## src/hw/trap_pkg.sv

```systemverilog
package trap_pkg;

    localparam int XLEN = 32;  // data and address width

    // machine csr addresses
    localparam logic [11:0] CSR_MSTATUS = 12'h300;
    localparam logic [11:0] CSR_MTVEC   = 12'h305;
    localparam logic [11:0] CSR_MEPC    = 12'h341;
    localparam logic [11:0] CSR_MCAUSE  = 12'h342;

    // mstatus bit positions
    localparam int MSTATUS_MIE  = 3;
    localparam int MSTATUS_MPIE = 7;

    // synchronous exception codes
    localparam logic [XLEN-1:0] CAUSE_ECALL  = 32'd11;
    localparam logic [XLEN-1:0] CAUSE_EBREAK = 32'd3;

    typedef enum logic [1:0] {
        SYS_ECALL  = 2'd0,
        SYS_EBREAK = 2'd1,
        SYS_MRET   = 2'd2
    } sys_kind_e;

    // system op request from execute, 67 bits
    typedef struct packed {
        sys_kind_e         kind;
        logic [XLEN-1:0]   pc;         // address of the system instruction
        logic              jump_flag;  // branch taken in the same slot
        logic [XLEN-1:0]   jump_addr;
    } sys_req_t;

    // trap-side csr write, 45 bits
    typedef struct packed {
        logic              we;
        logic [11:0]       addr;
        logic [XLEN-1:0]   data;
    } csr_wr_t;

    // csr instruction access, 45 bits
    typedef struct packed {
        logic              we;
        logic [11:0]       addr;
        logic [XLEN-1:0]   wdata;
    } csr_acc_t;

    // fetch redirect, 33 bits
    typedef struct packed {
        logic              valid;
        logic [XLEN-1:0]   target;
    } redirect_t;

endpackage

```

## src/hw/csr_file.sv

```systemverilog
`timescale 1ns/1ps

module csr_file #(
    parameter logic [trap_pkg::XLEN-1:0] MTVEC_RESET = 32'h0000_0100
) (
    input  logic                       clk,
    input  logic                       rst_n,

    // trap sequencer write port
    input  trap_pkg::csr_wr_t          csr_wr_i,

    // csr instruction port
    input  logic                       csr_acc_valid_i,
    input  trap_pkg::csr_acc_t         csr_acc_i,
    output logic [trap_pkg::XLEN-1:0]  csr_rdata_o,

    // live values for the sequencer
    output logic [trap_pkg::XLEN-1:0]  mtvec_o,
    output logic [trap_pkg::XLEN-1:0]  mepc_o,
    output logic [trap_pkg::XLEN-1:0]  mstatus_o
);

    import trap_pkg::*;

    logic [XLEN-1:0] mtvec_q;
    logic [XLEN-1:0] mepc_q;
    logic [XLEN-1:0] mcause_q;
    logic [XLEN-1:0] mstatus_q;

    logic            wr_en;
    logic [11:0]     wr_addr;
    logic [XLEN-1:0] wr_data;

    // trap write wins, access write dropped on collision
    always_comb begin
        if (csr_wr_i.we) begin
            wr_en   = 1'b1;
            wr_addr = csr_wr_i.addr;
            wr_data = csr_wr_i.data;
        end else begin
            wr_en   = csr_acc_valid_i && csr_acc_i.we;
            wr_addr = csr_acc_i.addr;
            wr_data = csr_acc_i.wdata;
        end
    end

    always_ff @(posedge clk or negedge rst_n) begin
        if (!rst_n) begin
            mtvec_q   <= MTVEC_RESET;
            mepc_q    <= '0;
            mcause_q  <= '0;
            mstatus_q <= '0;
        end else if (wr_en) begin
            unique case (wr_addr)
                CSR_MTVEC:   mtvec_q   <= {wr_data[XLEN-1:2], 2'b00};  // mode bits stay 0
                CSR_MEPC:    mepc_q    <= {wr_data[XLEN-1:2], 2'b00};  // word aligned
                CSR_MCAUSE:  mcause_q  <= wr_data;
                CSR_MSTATUS: mstatus_q <= wr_data;
                default:     ;  // unimplemented, write ignored
            endcase
        end
    end

    // combinational read for csr instructions
    always_comb begin
        unique case (csr_acc_i.addr)
            CSR_MTVEC:   csr_rdata_o = mtvec_q;
            CSR_MEPC:    csr_rdata_o = mepc_q;
            CSR_MCAUSE:  csr_rdata_o = mcause_q;
            CSR_MSTATUS: csr_rdata_o = mstatus_q;
            default:     csr_rdata_o = '0;  // everything else reads zero
        endcase
    end

    assign mtvec_o   = mtvec_q;
    assign mepc_o    = mepc_q;
    assign mstatus_o = mstatus_q;

endmodule

```

## src/hw/trap_sequencer.sv

```systemverilog
`timescale 1ns/1ps

module trap_sequencer (
    input  logic                       clk,
    input  logic                       rst_n,

    // request from execute
    input  logic                       sys_valid_i,
    input  trap_pkg::sys_req_t         sys_req_i,
    input  logic                       atom_busy_i,  // atomic op in flight
    output logic                       sys_ready_o,

    // current csr values
    input  logic [trap_pkg::XLEN-1:0]  mtvec_i,
    input  logic [trap_pkg::XLEN-1:0]  mepc_i,
    input  logic [trap_pkg::XLEN-1:0]  mstatus_i,

    output trap_pkg::csr_wr_t          csr_wr_o,
    output trap_pkg::redirect_t        redirect_o,
    output logic                       hold_o
);

    import trap_pkg::*;

    // one-hot sequence states
    typedef enum logic [4:0] {
        ST_IDLE   = 5'b00001,
        ST_MEPC   = 5'b00010,  // trap saves the return pc
        ST_MSTAT  = 5'b00100,  // trap stacks MIE into MPIE
        ST_MCAUSE = 5'b01000,  // trap cause then jump to mtvec
        ST_MRET   = 5'b10000   // mret restores MIE and jumps to mepc
    } state_e;

    state_e          state_q;
    state_e          state_d;
    logic            accept;
    logic [XLEN-1:0] ret_addr_q;  // captured mepc value
    logic [XLEN-1:0] cause_q;     // captured mcause value

    assign hold_o      = (state_q != ST_IDLE);  // stall for whole sequence
    assign sys_ready_o = (state_q == ST_IDLE) && !atom_busy_i;
    assign accept      = sys_valid_i && sys_ready_o;

    // next state
    always_comb begin
        state_d = state_q;
        unique case (state_q)
            ST_IDLE: begin
                if (accept) begin
                    if (sys_req_i.kind == SYS_MRET) begin
                        state_d = ST_MRET;
                    end else begin
                        state_d = ST_MEPC;
                    end
                end
            end
            ST_MEPC:   state_d = ST_MSTAT;
            ST_MSTAT:  state_d = ST_MCAUSE;
            ST_MCAUSE: state_d = ST_IDLE;   // last held cycle
            ST_MRET:   state_d = ST_IDLE;
            default:   state_d = ST_IDLE;
        endcase
    end

    always_ff @(posedge clk or negedge rst_n) begin
        if (!rst_n) begin
            state_q <= ST_IDLE;
        end else begin
            state_q <= state_d;
        end
    end

    // return address and cause latched only on a trap
    always_ff @(posedge clk) begin
        if (accept && sys_req_i.kind != SYS_MRET) begin
            if (sys_req_i.jump_flag) begin
                ret_addr_q <= sys_req_i.jump_addr - XLEN'(4);  // branch target slot
            end else begin
                ret_addr_q <= sys_req_i.pc;
            end
            cause_q <= (sys_req_i.kind == SYS_EBREAK) ? CAUSE_EBREAK : CAUSE_ECALL;
        end
    end

    // one csr write per sequence state
    always_comb begin
        csr_wr_o          = '0;
        redirect_o        = '0;
        unique case (state_q)
            ST_MEPC: begin
                csr_wr_o.we   = 1'b1;
                csr_wr_o.addr = CSR_MEPC;
                csr_wr_o.data = ret_addr_q;
            end
            ST_MSTAT: begin
                csr_wr_o.we   = 1'b1;
                csr_wr_o.addr = CSR_MSTATUS;
                csr_wr_o.data = mstatus_i;
                csr_wr_o.data[MSTATUS_MPIE] = mstatus_i[MSTATUS_MIE];  // stack
                csr_wr_o.data[MSTATUS_MIE]  = 1'b0;                    // mask
            end
            ST_MCAUSE: begin
                csr_wr_o.we       = 1'b1;
                csr_wr_o.addr     = CSR_MCAUSE;
                csr_wr_o.data     = cause_q;
                redirect_o.valid  = 1'b1;
                redirect_o.target = mtvec_i;  // direct mode only
            end
            ST_MRET: begin
                csr_wr_o.we   = 1'b1;
                csr_wr_o.addr = CSR_MSTATUS;
                csr_wr_o.data = mstatus_i;
                csr_wr_o.data[MSTATUS_MIE]  = mstatus_i[MSTATUS_MPIE];  // unstack
                csr_wr_o.data[MSTATUS_MPIE] = 1'b1;
                redirect_o.valid  = 1'b1;
                redirect_o.target = mepc_i;
            end
            default: ;  // idle writes nothing
        endcase
    end

endmodule

```

## src/hw/trap_top.sv

```systemverilog
`timescale 1ns/1ps

module trap_top #(
    parameter logic [trap_pkg::XLEN-1:0] MTVEC_RESET = 32'h0000_0100
) (
    input  logic                       clk,
    input  logic                       rst_n,

    // system op handshake
    input  logic                       sys_valid_i,
    input  trap_pkg::sys_req_t         sys_req_i,
    input  logic                       atom_busy_i,
    output logic                       sys_ready_o,

    // csr instruction access
    input  logic                       csr_acc_valid_i,
    input  trap_pkg::csr_acc_t         csr_acc_i,
    output logic [trap_pkg::XLEN-1:0]  csr_rdata_o,

    // to pipeline control and fetch
    output logic                       hold_o,
    output trap_pkg::redirect_t        redirect_o,
    output logic                       mie_o
);

    import trap_pkg::*;

    csr_wr_t         csr_wr;   // sequencer -> csr file
    logic [XLEN-1:0] mtvec;
    logic [XLEN-1:0] mepc;
    logic [XLEN-1:0] mstatus;

    trap_sequencer u_seq (
        .clk         (clk),
        .rst_n       (rst_n),
        .sys_valid_i (sys_valid_i),
        .sys_req_i   (sys_req_i),
        .atom_busy_i (atom_busy_i),
        .sys_ready_o (sys_ready_o),
        .mtvec_i     (mtvec),
        .mepc_i      (mepc),
        .mstatus_i   (mstatus),
        .csr_wr_o    (csr_wr),
        .redirect_o  (redirect_o),
        .hold_o      (hold_o)
    );

    csr_file #(
        .MTVEC_RESET (MTVEC_RESET)
    ) u_csr (
        .clk             (clk),
        .rst_n           (rst_n),
        .csr_wr_i        (csr_wr),
        .csr_acc_valid_i (csr_acc_valid_i),
        .csr_acc_i       (csr_acc_i),
        .csr_rdata_o     (csr_rdata_o),
        .mtvec_o         (mtvec),
        .mepc_o          (mepc),
        .mstatus_o       (mstatus)
    );

    assign mie_o = mstatus[MSTATUS_MIE];  // global interrupt enable

endmodule

```

## config.mk

```make
export PLATFORM = sky130hd
export DESIGN_NAME = trap_top
export DESIGN_NICKNAME = d
export VERILOG_FILES = /design/src/hw/trap_pkg.sv /design/src/hw/csr_file.sv /design/src/hw/trap_sequencer.sv /design/src/hw/trap_top.sv
export SDC_FILE = /design/constraint.sdc
export NUM_CORES = 1
export LEC_CHECK = 0
export ABC_AREA = 1
export BUFFER_PORTS_ARGS = -buffer_cell sky130_fd_sc_hd__buf_4
export CAP_MARGIN = 20
export CORE_MARGIN = 4
export CORE_UTILIZATION = 50
export CTS_BUF_LIST = sky130_fd_sc_hd__clkbuf_16
export CTS_CLUSTER_DIAMETER = 150
export DETAILED_ROUTE_END_ITERATION = 8
export GPL_TIMING_DRIVEN = 1
export PLACE_DENSITY = 0.84
export SLEW_MARGIN = 10
export SYNTH_ARGS = -nofsm -noshare
export SYNTH_HDL_FRONTEND = slang
export SYNTH_HIERARCHICAL = 1
export SYNTH_SLANG_ARGS = --single-unit
export TNS_END_PERCENT = 5
```

## constraint.sdc

```tcl
create_clock -name clk -period 5.26 [get_ports clk]
set_input_delay 1.052 -clock clk [delete_from_list [all_inputs] [get_ports clk]]
set_output_delay 1.052 -clock clk [all_outputs]
set_load 0.02 [all_outputs]
```

==> reports/metrics.yaml, run 1 <==
htreeDepth: 4
vias: 10400
fin_tns_setup_ns: 0
post-cts-setup-buffer-count: 0
grt_max_degree: 60
ys_async_sr_fraction: 0.796
path_cells: "buf_4 > inv_1 > nand2_1 > nor3_2 > buf_4 > nand3_1 > nand4_1 > buf_4"
synthFlopType: "dfrtp_1"
synth_seq_cells: 162
layout_setup_ws_ns: 1.28
avgViaCountPerCell: 5.78
grt_pass1_vias: 9877
crit_top_cell: "buf_4"
syn-cell-area_um2: 9780
setup_violations: 0
clockBufferDepth: 2
final_net_count: 1639
area.growth.synth_to_final_pct: 20.8
worstPathRequired_ns: 4.21
grtUsageTotal: 0.298
rsz0062_at_grt: "false"
die_y_um: 148
coreArea_um2: 19000
post-route-drc-count: 0
slew_headroom: 0.374
slowest_stage: "nor3_2"
cts_buffers: 17
dr.pass1.iters: 6
fin_crit_sh: 0.757
num_antenna_cells: 0
slew_violations: 0
status: "finished clean"
arrival_ns: 2.93
ys_seq_area_frac: 0.432
grt_antenna_before_repair: 0
cts.hold.buffers_added: 0
synth_cell_types: 33
min_path_type: "flop to flop"
cts_sinks: 162
rows: 50
fp.dieW_um: 148
synth_area_leaders: "dfrtp_1 (32%), nand2_1 (20%), nand3_1 (14%)"
fin_area_um2: 11800
finClkSkew_ns: 0.0103
p_per_area_nw_per_um2: 252
insertion_delay_ns: 0.44
tritoncts: "yes"
postRouteWirelength_um: 32600
yosysTopAreaCell: "dfrtp_1"
antenna_left: 0
io_pins: 185
hold_viol_final: 0
p_leak_uw: 0.00595
yosysTopAreaCellShare: 0.325
crit_buf_inv: 4
fmaxAchievable_mhz: 251
cpPeakStageDelay_ns: 0.72
drt-initial-drc-count: 1543
max_slew.worst_pin.slew_ns: 0.933
start_util: 0.516
ir_worst_vdd_mv: 0.205
grt_pass1_wl_um: 52100
yosysWarnings: 6
fillers: 1753
crit_family: "simple AND/OR/NAND/NOR gates"
path_clk_slew_ns: 0.07
syn-instance-count: 1385
cts_resized: 0
cp-start-kind: "input pin"
crit_path_max_fanout: 19
critPathKind: "input pin to primary output"
avgSynthCellArea_um2: 7.06
cts_root_buf: "clkbuf_16"
portBuffers: 182
placed_area_um2: 11200
max-cap-violations: 0
drive_gt1_frac: 0.183
dp_hpwl_um: 22500
crit_path_end_kind: "primary output"
wire_per_inst_um: 18.2
place_ws_ns: 1.34
routabilityCongestion: 0.971
dieArea_um2: 21900
synth-edff-count: 33
gr-total-overflow: 0
fin_crit_ns: 3.98
[state kept, by name, summed over array words and instances, names as in the netlist]
name	cells
u_csr/mcause_q	32
u_csr/mepc_o	30
u_csr/mstatus_o	32
u_csr/mtvec_o	30
u_seq/cause_q	1
u_seq/ret_addr_q	32
u_seq/state_q	5
[routing by layer]
metal  up-vias  wire length (um)  part of all wire  GRT usage
met3       101              3970              0.12     0.0711
met1      4786             12600              0.39      0.404
met5         -                 0                 0          0
met2       675             14900              0.46      0.468
met4         0              1090             0.034      0.114
li1       4811                 -                 -          -
[report_power, final]
part	internal, uW	switching (uW)	total, uW	leakage (uW)
Combinational	142	295	437	0.00357
Sequential	1330	22.4	1350	0.00210
Clock	629	565	1190	0.000280
Total	2100	882	2980	0.00595
[cell usage after synthesis (6+ instances only)]
| master | count |
|---|---|
| a22o_1 | 28 |
| buf_2 | 47 |
| buf_4 | 14 |
| clkbuf_1 | 33 |
| dfrtp_1 | 127 |
| edfxtp_1 | 33 |
| inv_1 | 71 |
| inv_2 | 6 |
| nand2_1 | 531 |
| nand3_1 | 274 |
| nand4_1 | 37 |
| nor2_1 | 75 |
| nor2_4 | 7 |
| o21ai_0 | 27 |
| o21ai_1 | 23 |
| xor2_1 | 7 |
[cell usage in the layout (no fill, tap or decap), drive strengths merged]
cell      Yosys  routed
nand2       536     536
nand3       276     276
buf          65     207
dfrtp       127     127
inv          77      88
nor2         87      87
o21ai        50      50
nand4        39      39
edfxtp       33      33
a22o         28      28
clkbuf       34      17
conb          2      11
xor2          7       7
nor3          5       5
o21bai        5       5
xnor2         3       3
a31oi         3       3
a21oi         3       3
clkinv        0       3
dfstp         2       2
or2           2       2
clkinvlp      0       1
ha            1       1
[worst paths after layout]
path	startpoint	end	slack, ns	depth (start not counted)
setup / recovery	csr_acc_i[34]	csr_rdata_o[2]	1.28	8
hold / removal	u_csr/mcause_q[1]	u_csr/mcause_q[1]	0.48	2
setup reg to reg	u_seq/state_q[0]	u_csr/mcause_q[19]	1.56	14
hold reg to reg	u_csr/mcause_q[1]	u_csr/mcause_q[1]	0.48	2
max in group asynchronous	rst_n	u_csr/mcause_q[30]	3.56	2
min in group asynchronous	rst_n	u_csr/mepc_o[30]	0.69	1
[logic make-up after synthesis]
logic type / synth area share
AND/OR/NAND/NOR: 0.420
buffers and inverters: 0.0793
flip-flops: 0.432
AO/OA/AOI/OAI: 0.0579
XOR/XNOR: 0.00895
other: 0.000768
adder cells (fa/ha/maj): 0.00128
[through the flow]
stage | power, uW | hold slack, ns | utilization | instances
CTS | 2980 | 0.476 | 0.623 | 1794
global route | 3090 | 0.488 | 0.623 | 1794
floorplan | 1610 | 0.443 | - | 1394
global placement | 1790 | 0.455 | 0.593 | 1762
detailed placement | 1800 | 0.460 | 0.593 | 1762
finish | 2980 | 0.476 | 0.623 | 1794
[worst reg2reg max path, stage by stage (launching register included)]
cell	delay [ns]
dfstp_2	0.56
nor2_4	0.06
nand3_2	0.05
buf_4	0.41
nand4_1	0.25
buf_4	0.29
nand2_1	0.11
nand2_1	0.06
nor2_1	0.08
nand2_1	0.09
nor2_4	0.55
nand2_1	0.55
buf_4	0.39
nand2_1	0.11
nand2_1	0.06
[area by class of cell]
| class | instances | area (um^2) | share of cell area |
|---|---|---|---|
| clock buffers | 17 | 425 | 0.0360 |
| clock inverters | 15 | 140 | 0.0119 |
| repair buffers | 207 | 1550 | 0.132 |
| inverters | 77 | 289 | 0.0245 |
| flip-flops and latches | 162 | 4220 | 0.357 |
| multi-input cells | 1056 | 4860 | 0.411 |
| well taps | 260 | 325 | 0.0275 |
Note: power is estimated with default switching activity, not from simulation.
==> run 2, diff against run 1 <==
- PLACE_DENSITY: 0.84 -> 0.87
- clock period: 5.26 -> 3.54 ns (I/O delays scaled with it)
==> run 2 against run 1 <==
Compared with the run above:
- total power grew 48%
- critical endpoint is now u_csr/mcause_q[16]
- final cell count grew 0.22%
- non-clock buffer count rose by 4
- via count increased by 1.5%
- wire length increased by 2.4%
- critical path type is now flop to flop
- register-to-register slack lost 1.3 ns
- die area unchanged
- design area increased by 0.71%
- setup slack got worse by 1.0 ns
- sequential power rose by 48%
- global-route usage grew 0.32 points
- sequential share of layout area shrank 0.25 points
==> reports/metrics.yaml, run 2 (synthesized netlist as in run 1, its figures left out) <==
path_clk_slew_ns: 0.07  # about the same
cts_resized: 0  # unchanged
grt_pass1_vias: 10200  # was 9877
dp.cells: 1766  # was 1762
min_path_type: "input pin to asynchronous set/reset pin"  # was flop to flop
io_pins: 185  # unchanged
busiest_layer: "met2"  # unchanged
layout_common_cells: "nand2_1 (531), nand3_1 (274), buf_4 (206), dfrtp_1 (127), inv_1 (72)"  # was nand2_1 (531), nand3_1 (274), buf_4 (207), dfrtp_1 (127), inv_1 (71)
antenna_left: 0  # unchanged
fin_crit_sh: 0.929
cts.hold.buffers_added: 0  # unchanged
fin_tns_setup_ns: 0  # unchanged
start_util: 0.516  # unchanged
fp.dieW_um: 148  # unchanged
ir_worst_vdd_mv: 0.284  # was 0.205 mV
cts_buffers: 17  # unchanged
insertion_delay_ns: 0.44  # about the same
max-cap-violations: 0  # unchanged
placed_area_um2: 11300  # was 11200 um^2
clockBufferDepth: 2  # unchanged
path_cells: "nor2_4 > nand4_2 > nand4_1 > buf_4 > nand2_1 > nand2_1 > nor2_1 > nand2_1 > nor2_2 > nand2_1 > buf_4 > nand2_1 > nand2_1"  # was buf_4 > inv_1 > nand2_1 > nor3_2 > buf_4 > nand3_1 > nand4_1 > buf_4
slew_headroom: 0.408  # was 0.374
grt_use_met1: 0.398  # was 0.404
vias: 10500  # was 10400
use_met2: 0.478  # was 0.468
finalNonFillerCells: 1798  # was 1794
cpPeakStageDelay_ns: 0.48  # was 0.72 ns
rsz0062_at_grt: "false"  # unchanged
area.growth.synth_to_final_pct: 21.6  # was 20.8%
wire_per_inst_um: 18.6  # was 18.2 um
slew_violations: 0  # unchanged
max_slew.worst_pin.slew_ns: 0.889  # was 0.933 ns
coreArea_um2: 19000  # unchanged
crit_path_end_kind: "flop"  # was primary output
cp-start-kind: "flop"  # was input pin
rows: 50  # unchanged
p_per_area_nw_per_um2: 371  # was 252 nW/um^2
grt_max_degree: 68  # was 60
htreeDepth: 4  # unchanged
cts_sinks: 162  # unchanged
die_y_um: 148  # unchanged
hold_viol_final: 0  # unchanged
arrival_ns: 3.65  # was 2.93 ns
drt-initial-drc-count: 1144  # was 1543
grt_pass1_wl_um: 52900  # was 52100 um
post-route-drc-count: 0  # unchanged
finClkSkew_ns: 0.0203  # was 0.0103 ns
crit_top_cell: "nand2_1"  # was buf_4
post-cts-setup-buffer-count: 0  # unchanged
critPathKind: "flop to flop"  # was input pin to primary output
use_met3: 0.0727  # was 0.0711
gr-total-overflow: 0  # unchanged
grt_antenna_before_repair: 0  # unchanged
avgViaCountPerCell: 5.86  # was 5.78
drive_gt1_frac: 0.183  # about the same
postRouteWirelength_um: 33400  # was 32600 um
num_antenna_cells: 0  # unchanged
setup_violations: 0  # unchanged
slowest_stage: "nand2_1"  # was nor3_2
fin_area_um2: 11900  # was 11800 um^2
portBuffers: 182  # unchanged
cts_root_buf: "clkbuf_16"  # unchanged
layout_setup_ws_ns: 0.251  # was 1.28 ns
crit_path_max_fanout: 34  # was 19
final_common_cell: "nand2_1"  # unchanged
place_ws_ns: 0.494  # was 1.34 ns
worstPathRequired_ns: 3.90  # was 4.21 ns
fin_crit_ns: 3.29
p_leak_uw: 0.00599  # was 0.00595 uW
tritoncts: "yes"  # unchanged
routabilityCongestion: 0.989  # was 0.971
grtUsageTotal: 0.301  # was 0.298
dieArea_um2: 21900  # unchanged
crit_buf_inv: 2  # was 4
crit_family: "simple AND/OR/NAND/NOR gates"  # unchanged
dp_hpwl_um: 22400  # was 22500 um
fmaxAchievable_mhz: 304
final_net_count: 1643  # was 1639
status: "finished clean"  # unchanged
p_total_uw: 4420  # was 2980 uW
dr.pass1.iters: 8  # was 6
## run 2: cell types whose count changed in the layout (fill, tap and decap cells not counted), moves of 2 or more
cell / change
buf_12: +5
clkinv_1: +2
clkinv_4: +3
inv_8: -4
## run 2: worst paths after layout
| path | startpoint | depth (start not counted) | slack [ns] | endpoint |
|---|---|---|---|---|
| max in group asynchronous | rst_n | 2 | 2.27 | u_csr/mtvec_o[8] |
| setup reg to reg | u_seq/state_q[3] | 13 | 0.25 | u_csr/mcause_q[16] |
| min in group clk | sys_req_i[65] | 2 | 0.44 | u_seq/state_q[4] |
| setup / recovery | u_seq/state_q[3] | 13 | 0.25 | u_csr/mcause_q[16] |
| hold / removal | rst_n | 1 | 0.37 | u_seq/state_q[4] |
| hold reg to reg | u_csr/mcause_q[1] | 2 | 0.47 | u_csr/mcause_q[1] |
## run 2: power breakdown
part | switching, uW | internal (uW)
Combinational | 442 | 212
Sequential | 32.3 | 1970
Clock | 787 | 975
Total | 1260 | 3160
## run 2: stage by stage
step            util  hold slack (ns)
2_1_floorplan      -            0.412
3_5_place_dp   0.598            0.460
6_report       0.628            0.372
4_1_cts        0.628            0.421
5_1_grt        0.628            0.445
3_3_place_gp   0.598            0.454
## run 2: layer usage
layer / routed length (um) / part of all wire
met1: 12700 / 0.38
met2: 15100 / 0.45
met3: 4320 / 0.13
met4: 1300 / 0.039
met5: 0 / 0
## run 2: area by class of cell
type	count	area [um^2]
Clock buffer	17	425
Clock inverter	15	131
Fill cell	1666	7060
Inverter	77	289
Multi-Input combinational cell	1056	4860
Sequential cell	162	4220
Tap cell	260	325
Timing Repair Buffer	211	1650
